`src/vector_pkg.sv`:
```
// shared point format, sequencer states and axi register map, imported by rtl and testbench
package vector_pkg;

    typedef logic [7:0] coord_t;    // one dac code

    // 18-bit point word as stored in the frame ram
    typedef struct packed {
        logic   last;     // final point of the frame
        logic   blank;    // move with the beam off
        coord_t x;
        coord_t y;
    } point_word_t;

    typedef enum logic [2:0] {
        IDLE,
        FETCH,
        LOAD,
        DWELL,
        HALT
    } seq_state_t;

    //////////////////////////////////////////////////
    // axi register map, byte offsets
    localparam logic [11:0] REG_CTRL   = 12'h000;   // bit 0 go, bit 1 screen_sel
    localparam logic [11:0] REG_STATUS = 12'h004;   // busy, halt, frame count
    localparam logic [11:0] POINT_BASE = 12'h400;   // one word per point

    // start screen rom image
    localparam int START_SCREEN_LEN = 8;

endpackage
```
`src/vector_display_top.sv`:
```
// vector display top level: axi host port, frame ram, point source, dwell timer, sequencer
module vector_display_top import vector_pkg::*; #(
    parameter int POINT_ADDR_W = 8,     // 256 points
    parameter int DWELL_CYCLES = 4
) (
    input  logic        clk,
    input  logic        arst_n,
    // axi4-lite slave
    input  logic [11:0] awaddr,
    input  logic        awvalid,
    output logic        awready,
    input  logic [31:0] wdata,
    input  logic [3:0]  wstrb,
    input  logic        wvalid,
    output logic        wready,
    output logic [1:0]  bresp,
    output logic        bvalid,
    input  logic        bready,
    input  logic [11:0] araddr,
    input  logic        arvalid,
    output logic        arready,
    output logic [31:0] rdata,
    output logic [1:0]  rresp,
    output logic        rvalid,
    input  logic        rready,
    // dac outputs
    output coord_t      x_dac,
    output coord_t      y_dac,
    output logic        dac_load,
    output logic        beam_on,
    output logic        halt
);

    logic                    ram_we;
    logic [POINT_ADDR_W-1:0] ram_waddr;
    point_word_t             ram_wdata;
    point_word_t             ram_rdata;
    logic [POINT_ADDR_W-1:0] rd_addr;
    point_word_t             pt_data;
    logic                    go;
    logic                    screen_sel;
    logic                    busy;
    logic                    timer_start;
    logic                    timer_done;

    //////////////////////////////////////////////////
    // host side
    axil_point_port #(
        .POINT_ADDR_W(POINT_ADDR_W)
    ) u_axil_point_port (
        .clk(clk), .arst_n(arst_n),
        .awaddr(awaddr), .awvalid(awvalid), .awready(awready),
        .wdata(wdata), .wstrb(wstrb), .wvalid(wvalid), .wready(wready),
        .bresp(bresp), .bvalid(bvalid), .bready(bready),
        .araddr(araddr), .arvalid(arvalid), .arready(arready),
        .rdata(rdata), .rresp(rresp), .rvalid(rvalid), .rready(rready),
        .busy(busy), .halt(halt),
        .ram_we(ram_we), .ram_waddr(ram_waddr), .ram_wdata(ram_wdata),
        .go(go), .screen_sel(screen_sel)
    );

    point_ram #(
        .POINT_ADDR_W(POINT_ADDR_W)
    ) u_point_ram (
        .clk(clk),
        .we(ram_we), .waddr(ram_waddr), .wdata(ram_wdata),
        .raddr(rd_addr), .rdata(ram_rdata)
    );

    //////////////////////////////////////////////////
    // display side
    screen_source #(
        .POINT_ADDR_W(POINT_ADDR_W)
    ) u_screen_source (
        .clk(clk), .arst_n(arst_n),
        .screen_sel(screen_sel), .rd_addr(rd_addr),
        .ram_rdata(ram_rdata), .pt_data(pt_data)
    );

    dwell_timer #(
        .DWELL_CYCLES(DWELL_CYCLES)
    ) u_dwell_timer (
        .clk(clk), .arst_n(arst_n),
        .start(timer_start), .done(timer_done)
    );

    beam_sequencer #(
        .POINT_ADDR_W(POINT_ADDR_W)
    ) u_beam_sequencer (
        .clk(clk), .arst_n(arst_n),
        .go(go), .pt_data(pt_data), .timer_done(timer_done),
        .rd_addr(rd_addr), .timer_start(timer_start),
        .x_dac(x_dac), .y_dac(y_dac), .dac_load(dac_load),
        .beam_on(beam_on), .busy(busy), .halt(halt)
    );

endmodule

```
`src/axil_point_port.sv`:
```
// axi4-lite slave for the host: point writes into the frame ram plus control and status regs
module axil_point_port import vector_pkg::*; #(
    parameter int POINT_ADDR_W = 8
) (
    input  logic                    clk,
    input  logic                    arst_n,
    // write channels
    input  logic [11:0]             awaddr,
    input  logic                    awvalid,
    output logic                    awready,
    input  logic [31:0]             wdata,
    input  logic [3:0]              wstrb,
    input  logic                    wvalid,
    output logic                    wready,
    output logic [1:0]              bresp,
    output logic                    bvalid,
    input  logic                    bready,
    // read channels
    input  logic [11:0]             araddr,
    input  logic                    arvalid,
    output logic                    arready,
    output logic [31:0]             rdata,
    output logic [1:0]              rresp,
    output logic                    rvalid,
    input  logic                    rready,
    // sequencer status
    input  logic                    busy,
    input  logic                    halt,
    // frame ram and control
    output logic                    ram_we,
    output logic [POINT_ADDR_W-1:0] ram_waddr,
    output point_word_t             ram_wdata,
    output logic                    go,
    output logic                    screen_sel
);

    localparam logic [1:0] RESP_OKAY = 2'b00;
    localparam int         POINT_END = int'(POINT_BASE) + 4 * (2 ** POINT_ADDR_W);

    logic        port_en;   // readies stay low until out of reset
    logic        aw_full;
    logic        w_full;
    logic [11:0] aw_addr_q;
    logic [31:0] w_data_q;
    logic [3:0]  w_strb_q;
    logic        wr_fire;
    logic        wr_point;
    logic        wr_ctrl;
    logic [31:0] rd_word;
    logic        halt_q;
    logic [7:0]  frame_cnt;

    //////////////////////////////////////////////////
    // write path, aw and w may arrive in any order
    assign awready = port_en & ~aw_full & ~bvalid;
    assign wready  = port_en & ~w_full & ~bvalid;
    assign wr_fire = aw_full & w_full;

    assign wr_point = wr_fire && int'(aw_addr_q) >= int'(POINT_BASE)
                      && int'(aw_addr_q) < POINT_END;
    assign wr_ctrl  = wr_fire && (aw_addr_q == REG_CTRL) && w_strb_q[0];

    assign ram_we    = wr_point && (&w_strb_q[2:0]);   // 18-bit word needs three lanes
    assign ram_waddr = aw_addr_q[POINT_ADDR_W+1:2];
    assign ram_wdata = point_word_t'(w_data_q[17:0]);

    assign bresp   = RESP_OKAY;
    assign rresp   = RESP_OKAY;
    assign arready = port_en & ~rvalid;

    // status word
    always_comb begin
        case (araddr)
            REG_CTRL:   rd_word = {30'd0, screen_sel, 1'b0};
            REG_STATUS: rd_word = {16'd0, frame_cnt, 6'd0, halt, busy};
            default:    rd_word = '0;   // point area reads as zero
        endcase
    end

    always_ff @(posedge clk or negedge arst_n) begin
        if (!arst_n) begin
            port_en    <= 1'b0;
            aw_full    <= 1'b0;
            w_full     <= 1'b0;
            bvalid     <= 1'b0;
            rvalid     <= 1'b0;
            go         <= 1'b0;
            screen_sel <= 1'b0;
            halt_q     <= 1'b0;
            frame_cnt  <= '0;
        end else begin
            port_en <= 1'b1;
            if (awvalid && awready) begin
                aw_full <= 1'b1;
            end else if (wr_fire) begin
                aw_full <= 1'b0;
            end
            if (wvalid && wready) begin
                w_full <= 1'b1;
            end else if (wr_fire) begin
                w_full <= 1'b0;
            end
            if (wr_fire) begin
                bvalid <= 1'b1;
            end else if (bready) begin
                bvalid <= 1'b0;
            end
            if (arvalid && arready) begin
                rvalid <= 1'b1;
            end else if (rready) begin
                rvalid <= 1'b0;
            end
            go <= wr_ctrl & w_data_q[0] & ~busy;    // one-cycle pulse
            if (wr_ctrl) begin
                screen_sel <= w_data_q[1];
            end
            halt_q <= halt;
            if (halt && !halt_q) begin
                frame_cnt <= frame_cnt + 1'b1;      // one per finished frame
            end
        end
    end

    always_ff @(posedge clk) begin
        if (awvalid && awready) begin
            aw_addr_q <= awaddr;
        end
        if (wvalid && wready) begin
            w_data_q <= wdata;
            w_strb_q <= wstrb;
        end
        if (arvalid && arready) begin
            rdata <= rd_word;
        end
    end

endmodule

```
`src/beam_sequencer.sv`:
```
// walks the point list, loads the x/y dacs and holds each point for one dwell period
module beam_sequencer import vector_pkg::*; #(
    parameter int POINT_ADDR_W = 8
) (
    input  logic                    clk,
    input  logic                    arst_n,
    input  logic                    go,
    input  point_word_t             pt_data,
    input  logic                    timer_done,
    output logic [POINT_ADDR_W-1:0] rd_addr,
    output logic                    timer_start,
    output coord_t                  x_dac,
    output coord_t                  y_dac,
    output logic                    dac_load,
    output logic                    beam_on,
    output logic                    busy,
    output logic                    halt
);

    seq_state_t state;
    seq_state_t state_nxt;
    logic       last_q;     // last flag of the point on screen

    //////////////////////////////////////////////////
    // state machine
    always_comb begin
        state_nxt = state;
        case (state)
            IDLE, HALT: begin
                if (go) begin
                    state_nxt = FETCH;
                end
            end
            FETCH:   state_nxt = LOAD;      // word arrives next cycle
            LOAD:    state_nxt = DWELL;
            DWELL: begin
                if (timer_done) begin
                    state_nxt = last_q ? HALT : FETCH;
                end
            end
            default: state_nxt = IDLE;
        endcase
    end

    always_ff @(posedge clk or negedge arst_n) begin
        if (!arst_n) begin
            state <= IDLE;
        end else begin
            state <= state_nxt;
        end
    end

    // frame restarts at 0, otherwise step to the next point
    always_ff @(posedge clk or negedge arst_n) begin
        if (!arst_n) begin
            rd_addr <= '0;
        end else if (state_nxt == FETCH) begin
            if (state == DWELL) begin
                rd_addr <= rd_addr + 1'b1;  // wraps at ram depth
            end else begin
                rd_addr <= '0;
            end
        end
    end

    //////////////////////////////////////////////////
    // dac side
    always_ff @(posedge clk or negedge arst_n) begin
        if (!arst_n) begin
            dac_load <= 1'b0;
            beam_on  <= 1'b0;
        end else begin
            dac_load <= (state == LOAD);
            if (state == LOAD) begin
                beam_on <= ~pt_data.blank;
            end else if (state_nxt == HALT) begin
                beam_on <= 1'b0;            // dark between frames
            end
        end
    end

    always_ff @(posedge clk) begin
        if (state == LOAD) begin
            x_dac  <= pt_data.x;
            y_dac  <= pt_data.y;
            last_q <= pt_data.last;
        end
    end

    assign timer_start = (state == LOAD);
    assign busy        = (state == FETCH) || (state == LOAD) || (state == DWELL);
    assign halt        = (state == HALT);

endmodule

```
`src/dwell_timer.sv`:
```
// dwell counter: started once per point, pulses done after DWELL_CYCLES clocks
module dwell_timer #(
    parameter int DWELL_CYCLES = 4
) (
    input  logic clk,
    input  logic arst_n,
    input  logic start,
    output logic done
);

    localparam int               CNT_W    = $clog2(DWELL_CYCLES + 1);
    localparam logic [CNT_W-1:0] LOAD_VAL = CNT_W'(DWELL_CYCLES - 1);

    logic [CNT_W-1:0] cnt;

    always_ff @(posedge clk or negedge arst_n) begin
        if (!arst_n) begin
            cnt  <= '0;
            done <= 1'b0;
        end else if (start) begin
            cnt  <= LOAD_VAL;
            done <= (DWELL_CYCLES == 1);    // single cycle dwell
        end else begin
            done <= (cnt == CNT_W'(1));     // high as the count hits zero
            if (cnt != '0) begin
                cnt <= cnt - 1'b1;
            end
        end
    end

endmodule

```
`src/screen_source.sv`:
```
// picks the frame ram or the start screen rom as the point source of the beam sequencer
module screen_source import vector_pkg::*; #(
    parameter int POINT_ADDR_W = 8
) (
    input  logic                    clk,
    input  logic                    arst_n,
    input  logic                    screen_sel,
    input  logic [POINT_ADDR_W-1:0] rd_addr,
    input  point_word_t             ram_rdata,
    output point_word_t             pt_data
);

    point_word_t rom_word;
    point_word_t rom_q;
    logic        sel_q;

    //////////////////////////////////////////////////
    // start screen, outlined square entered by one blanked move
    always_comb begin
        case (rd_addr)
            0:       rom_word = '{last: 1'b0, blank: 1'b1, x: 8'd64,  y: 8'd64};
            1:       rom_word = '{last: 1'b0, blank: 1'b0, x: 8'd128, y: 8'd64};
            2:       rom_word = '{last: 1'b0, blank: 1'b0, x: 8'd192, y: 8'd64};
            3:       rom_word = '{last: 1'b0, blank: 1'b0, x: 8'd192, y: 8'd128};
            4:       rom_word = '{last: 1'b0, blank: 1'b0, x: 8'd192, y: 8'd192};
            5:       rom_word = '{last: 1'b0, blank: 1'b0, x: 8'd128, y: 8'd192};
            6:       rom_word = '{last: 1'b0, blank: 1'b0, x: 8'd64,  y: 8'd192};
            7:       rom_word = '{last: 1'b0, blank: 1'b0, x: 8'd64,  y: 8'd128};
            default: rom_word = '{last: 1'b0, blank: 1'b1, x: 8'd128, y: 8'd128};
        endcase
        // anything past the image ends the frame
        if (int'(rd_addr) >= START_SCREEN_LEN - 1) begin
            rom_word.last = 1'b1;
        end
    end

    always_ff @(posedge clk or negedge arst_n) begin
        if (!arst_n) begin
            sel_q <= 1'b0;
        end else begin
            sel_q <= screen_sel;    // follows the read register of the ram
        end
    end

    always_ff @(posedge clk) begin
        rom_q <= rom_word;
    end

    // both sources are one cycle behind rd_addr here
    assign pt_data = sel_q ? rom_q : ram_rdata;

endmodule

```
`src/point_ram.sv`:
```
// frame ram: the axi port writes points, the display path reads them one cycle later
module point_ram import vector_pkg::*; #(
    parameter int POINT_ADDR_W = 8
) (
    input  logic                    clk,
    input  logic                    we,
    input  logic [POINT_ADDR_W-1:0] waddr,
    input  point_word_t             wdata,
    input  logic [POINT_ADDR_W-1:0] raddr,
    output point_word_t             rdata
);

    point_word_t mem [2**POINT_ADDR_W];

    // host side write port
    always_ff @(posedge clk) begin
        if (we) begin
            mem[waddr] <= wdata;
        end
    end

    always_ff @(posedge clk) begin
        rdata <= mem[raddr];    // registered read
    end

endmodule

```
`config.mk`:
```
export PLATFORM = sky130hd
export DESIGN_NAME = vector_display_top
export DESIGN_NICKNAME = d
export VERILOG_FILES = /design/src/vector_pkg.sv /design/src/vector_display_top.sv /design/src/axil_point_port.sv /design/src/beam_sequencer.sv /design/src/dwell_timer.sv /design/src/screen_source.sv /design/src/point_ram.sv
export SDC_FILE = /design/constraint.sdc
export NUM_CORES = 2
export LEC_CHECK = 0
export BUFFER_PORTS_ARGS = -buffer_cell sky130_fd_sc_hd__buf_2
export CAP_MARGIN = 20
export CORE_MARGIN = 1
export CORE_UTILIZATION = 59
export CTS_BUF_LIST = sky130_fd_sc_hd__clkbuf_8
export DETAILED_ROUTE_END_ITERATION = 6
export MAX_ROUTING_LAYER = met4
export PLACE_DENSITY = 0.82
export RECOVER_POWER = 100
export SLEW_MARGIN = 15
export SYNTH_ARGS = -nofsm -noshare
export SYNTH_HDL_FRONTEND = slang
export SYNTH_MEMORY_MAX_BITS = 65536
export SYNTH_SLANG_ARGS = --single-unit
```
`constraint.sdc`:
```
create_clock -name clk -period 4.4 [get_ports clk]
set_clock_uncertainty 0.2 [all_clocks]
set_input_delay 0.66 -clock clk [delete_from_list [all_inputs] [get_ports clk]]
set_output_delay 0.66 -clock clk [all_outputs]
set_load 0.02 [all_outputs]
```
== Word level (Yosys, flattened, before mapping) ==
Memory sizes are Yosys's and may differ from the RTL's. A register that Yosys moved wholly into a read port is not among the register bits.
Index checks and enable logic that the tools add are counted.

* Register bits after elaboration: 134
* Bits in writable memories: 4,608
* ROM bits: 40
* Memories kept: 2
* Input bits: 67

* Bitwise logic cells: 14
* Equal/unequal tests: 8
* Reductions and logical operators: 25
* Multiplexer cells: 22
* Magnitude comparators: 3
* $add $sub $neg: 3

{| class="wikitable"
|+ Memory list
! name !! depth !! bits a word !! rd ports !! clocked after memory_dff !! wr ports !! line !! text
|-
| u_point_ram.mem || 256 || 18 || 1 || 1 || 1 || point_ram.sv:13 || <nowiki>point_word_t mem [2**POINT_ADDR_W];</nowiki>
|-
| (no name shown) || 8 || 5 || 1 || 0 || 0 || screen_source.sv:20 || <nowiki>case (rd_addr)</nowiki>
|}

{| class="wikitable"
|+ Operator list
! cell !! number
|-
| 18-bit 2-to-1 mux || 2
|-
| 16-bit one-hot mux with 2 select lines || 1
|-
| 12-bit zero test || 2
|-
| 8-bit by 1-bit adder with 8-bit output, second input constant || 2
|-
| 3-bit 2-to-1 mux || 5
|-
| 12-bit by 3-bit equality test with 1-bit output, second input constant || 1
|-
| 12-bit by 11-bit >= comparator with 1-bit output, second input constant || 1
|-
| 12-bit less-than comparator, second input constant || 1
|-
| 1-bit 2-to-1 mux || 12
|-
| 3-bit one-hot mux with 4 select lines || 1
|-
| 2-bit nonzero test || 6
|-
| 3-bit by 1-bit equality test with 1-bit output, second input constant || 3
|-
| 1-bit logical AND || 9
|-
| 1-bit AND || 8
|-
| 8-bit by 3-bit >= comparator with 1-bit output, second input constant || 1
|-
| 8-bit 2-to-1 mux || 1
|-
| 3-bit by 2-bit equality test with 1-bit output, second input constant || 2
|-
| 3-bit equality test, second input constant || 2
|-
| 1-bit inverter || 6
|-
| 5-bit zero test || 1
|-
| 3-bit zero test || 1
|-
| 3-bit AND reduction || 1
|-
| 3-bit nonzero test || 1
|-
| 3-bit by 1-bit subtractor with 3-bit output, second input constant || 1
|-
| other kinds (3) || 4
|}

== Depth between registers and ports, before layout ==
* Word-level depth: 6
* Mapped depth: 12

== Cells and area by module ==
From an unflattened synthesis, not the netlist that was laid out.

* Cells, all modules: 8,581
* Area, all modules: 182,423.7 um^2

{| class="wikitable"
|+ By module, submodules not included
! module !! cells an instance !! instances !! area an instance (um^2)
|-
| point_ram || 8,281 || 1 || 178,222.2
|-
| axil_point_port || 153 || 1 || 2,384.8
|-
| beam_sequencer || 88 || 1 || 1,231.2
|-
| screen_source || 41 || 1 || 380.4
|-
| dwell_timer || 18 || 1 || 205.2
|}

== Worst setup path after synthesis ==
Ideal clock, no wire load.

* Kind: reg2reg
* Start point: reg u_axil_point_port.w_data_q[1]
* End point: mem u_point_ram.mem[0][1] (netlist bit), data pin
* Cell stages (with the launch flop): 1
* Arrival time: 3.239 ns
* Period minus slack after synthesis: 4.259 ns
* Library setup time: 0.820 ns
* Setup slack: 0.141 ns
* Cell sequence: edfxtp_1

{| class="wikitable"
|+ RTL lines
! what !! line !! text
|-
| start, declared || axil_point_port.sv:44 || <nowiki>logic [31:0] w_data_q;</nowiki>
|-
| start signal, assigned || axil_point_port.sv:129 || <nowiki>w_data_q <= wdata;</nowiki>
|-
| end, declared || point_ram.sv:13 ||
|}

Straight into the memory's write port.

==> key figures <==
Outcome
  • Status: complete, but fails checks
  • Failing checks: design-rule violations, max-capacitance violations, max-slew violations, negative setup slack

Global route
  • Initial antenna violation count: 48
  • GRT Total Usage: 0.343
  • Largest net degree at the start of global routing: about 190
  • Vias in the first global route: about 98,000
  • First-pass GRT wire length: around 720,000 µm
  • Global route overflow: 0

Route
  • Post-route DRC: 80
  • Routed Antenna Nets: 0
  • DR WL/cell: roughly 36 µm
  • DR vias/cell: 6.98
  • Drt initial violations: ~19,000
  • Via count: 99,550
  • Final wirelength: about 520,000 µm
  • TritonRoute pass-1 iters: 7

Final layout
  • Share of layout cells above drive strength 1: 0.256
  • Fillers: 17,825
  • Register area: ~0.14 mm²
  • Design Area, Final: about 0.20 mm²
  • Footprint of the multi-input gates: roughly 0.038 mm²
  • Area added between synthesis and finish: 12.1%
  • NumNets Final: ~9,600

Logic synthesis
  • Largest cells by area after synthesis: edfxtp_1 77%, mux4_2 11%, mux2i_1 4.2%, a22oi_1 1.2%, a221oi_1 0.75%
  • Post-synth top area cell: edfxtp_1
  • EDFF count, synth: between 4,000 and 5,000
  • FFs w/ async S/R, synth: 0.00719
  • Dominant synthesized flop cell: edfxtp_1
  • Post-synthesis sequential area ratio: 0.780
  • Synthesis-stage register bit count: around 4,700
  • Post-synth top area share: 0.772
  • Synth top cells by count: 4,668 x edfxtp_1, 890 x mux4_2, 754 x mux2i_1
  • Mapped Area: about 0.18 mm²
  • Mean Syn Cell Area: around 21 µm²
  • Syn. warnings: 0
  • Most common cell in the netlist: edfxtp_1
  • Gate Count Post-Synth: around 8,500
  • Post-synth cell types: 69

Worst hold path
  • Hold Path Class: in2reg

STA
  • Worst slew pin tran: approximately 4 ns
  • Post-layout minimum cycle time: around 4.6 ns
  • Slew HR: -1.64
  • Final hold vios: 0
  • # setup viols final: around 290
  • FMAX: 217 MHz
  • Max Slew Vio Count: roughly 4,300
  • Period utilization: 1.05
  • Final worst slack: -0.210 ns
  • Unrepaired setup endpoints after global routing: no

Setup path
  • Worst reg-to-reg setup slack: -0.21 ns
  • Critical Path Fanout Max: 31
  • WS Path Type: reg2reg
  • CP Launch Type: register
  • Crit-path max cell delay: 0.91 ns
  • CP delay by family, top: simple AND/OR/NAND/NOR gates
  • Worst EP required: between 5 and 6 ns
  • Buf+Inv Stages, Crit Path: 3
  • Crit-path cells: buf_12, buf_12, mux4_2, mux2i_1, nor3_1, nor3_1, o21ai_0, nor4_1, buf_4, a31oi_1
  • Arrival @ worst endpoint: 5.43 ns
  • Worst Setup End Kind: register
  • Slowest cell on the critical path: dfrtp_4

Floorplan
  • Die extent in x: ~560 µm
  • Die Height: around 560 µm
  • Initial Util: 0.593
  • # rows: 203
  • Die area: approximately 0.31 mm²
  • CORE AREA: ~0.3 mm²
  • Num ports: between 100 and 150

Place
  • Post-DP HPWL: 309,000 µm
  • Routability cong.: about 0.98
  • PortBufs: between 80 and 90
  • Pre-CTS WS: about 0.16 ns
  • Post-DP Area: ~0.19 mm²

Clocking
  • Clock root buffer: clkbuf_8
  • Cts repair resizes: 0
  • Htree depth: 6
  • CTS Sinks: around 4,700
  • Bufs on Longest Clock Path: 4
  • Clk pin slew, worst setup/hold paths: approximately 0.070 ns
  • Later-pin clock latency in the skew report: between 1 and 1.5 ns
  • CTS buffer count: between 600 and 700
  • CTS tree: built

Pwr
  • Tot Pwr: between 100 and 150 mW
  • Reg power frac: 0.457
  • Internal Power: between 70 and 80 mW
  • VDD IR max: between 0.3 and 0.4 mV
  • Combinational Power Share: 0.253
  • Sw frac: 0.305
  • Clock share of power: 0.289
  • Pleak: 64.0 nW
  • Pwr/cell area: about 550 mW/mm²
  • Psw: around 34 mW

Run
  • Max Cap Viol: 52
cell usage in the layout, fill, tap and decap left out, types with 18 or more instances in the layout:
cell type | netlist | layout
nand2_1 | 273 | 264
mux2i_1 | 754 | 754
clkinv_2 | 0 | 66
buf_4 | 140 | 277
mux4_2 | 890 | 890
o22ai_1 | 25 | 25
nor2_2 | 1 | 162
clkbuf_8 | 0 | 705
buf_2 | 167 | 58
a21oi_1 | 90 | 90
nor3_1 | 19 | 19
inv_1 | 13 | 222
a31oi_1 | 47 | 47
a221oi_1 | 156 | 156
and3_1 | 30 | 30
nand3_1 | 54 | 48
nor2b_1 | 37 | 29
dlygate4sd3_1 | 0 | 55
nand4_1 | 18 | 18
dfrtp_1 | 34 | 27
nor2_1 | 324 | 158
o21ai_0 | 36 | 36
dfxtp_1 | 24 | 24
a22o_1 | 31 | 31
clkbuf_2 | 0 | 209
clkinv_1 | 1 | 186
clkbuf_1 | 150 | 161
diode_2 | 0 | 52
edfxtp_1 | 4668 | 4668
conb_1 | 2 | 27
a22oi_1 | 287 | 287
buf_12 | 0 | 76
power groups by stage:
stage	logic, mW	clock network [mW]	registers (mW)
after floorplan	17.1	0	52.7
after global placement	26.7	0	52.0
after detailed placement	27.4	0	52.0
after CTS	27.7	32.5	51.1
after global routing	29.0	34.4	51.3
final	28.4	32.5	51.3
cells by family after synthesis:
family | share of synthesized area
DFF | 0.780
and+or+nand+nor | 0.0194
muxes | 0.153
AOI/OAI and AO/OA | 0.0307
xor gates and xnor gates | 0.000676
other | 0.0000414
buffers and inverters | 0.0155
adders and majority gates | 0.000552
metrics by stage:
| stage | setup TNS, ns | cells | hold WS (ns) | utilization |
|---|---|---|---|---|
| after global placement | 0 | 12923 | 0.252 | 0.628 |
| after detailed placement | 0 | 12924 | 0.249 | 0.628 |
| after global routing | 0 | 14249 | 0.0842 | 0.665 |
| final | -16.55 | 14260 | 0.0729 | 0.665 |
| after CTS | 0 | 14207 | 0.0000433 | 0.670 |
| after floorplan | 0 | 8531 | 0.164 | - |
state kept, by name, summed over array words and instances (netlist names), 3 cells and up:
| register | count |
|---|---|
| u_axil_point_port.aw_addr_q | 12 |
| u_axil_point_port.frame_cnt | 8 |
| u_axil_point_port.rdata | 10 |
| u_axil_point_port.w_data_q | 18 |
| u_axil_point_port.w_strb_q | 3 |
| u_beam_sequencer.rd_addr | 8 |
| u_beam_sequencer.state | 3 |
| u_beam_sequencer.x_dac | 8 |
| u_beam_sequencer.y_dac | 8 |
| u_dwell_timer.cnt | 3 |
| u_point_ram.mem | 4608 |
| u_point_ram.rdata | 18 |
| u_screen_source.rom_q | 6 |
final cells by class:
cell class / instances / area share
multi-input combinational: 3280 / 0.186
timing repair buffer: 858 / 0.0309
antenna: 52 / 0.000640
tap: 4100 / 0.0252
sequential: 4726 / 0.696
inverter: 17 / 0.000363
clock buffer: 704 / 0.0476
clock inverter: 523 / 0.0135
metal layers:
layer | track usage | routed length (µm) | vias up
met1 | 0.418 | 163000 | 49901
met4 | 0.226 | 40000 | 0
met5 | - | 0 | -
li1 | - | - | 37868
met3 | 0.117 | 82400 | 1986
met2 | 0.490 | 232000 | 9795
path summary, 6_finish.rpt:
| kind | start | to | depth (start not counted) |
|---|---|---|---|
| min in group asynchronous | arst_n | u_axil_point_port.frame_cnt[3] | 4 |
| worst min register to register | u_axil_point_port.frame_cnt[7] | u_axil_point_port.frame_cnt[7] | 1 |
| worst max register to register | u_beam_sequencer.rd_addr[0] | u_point_ram.rdata[13] | 10 |
| worst max-delay path | u_beam_sequencer.rd_addr[0] | u_point_ram.rdata[13] | 10 |
| max in group asynchronous | arst_n | u_beam_sequencer.rd_addr[2] | 4 |
| worst min-delay path | wstrb[0] | u_axil_point_port.w_strb_q[0] | 2 |
timing repair:
action	in CTS	in global routing
setup endpoints to repair	0	0
endpoints found under the hold margin	98	0
hold buffers	56	0
setup buffers	0	0
Note: power is estimated with default switching activity, not from simulation.
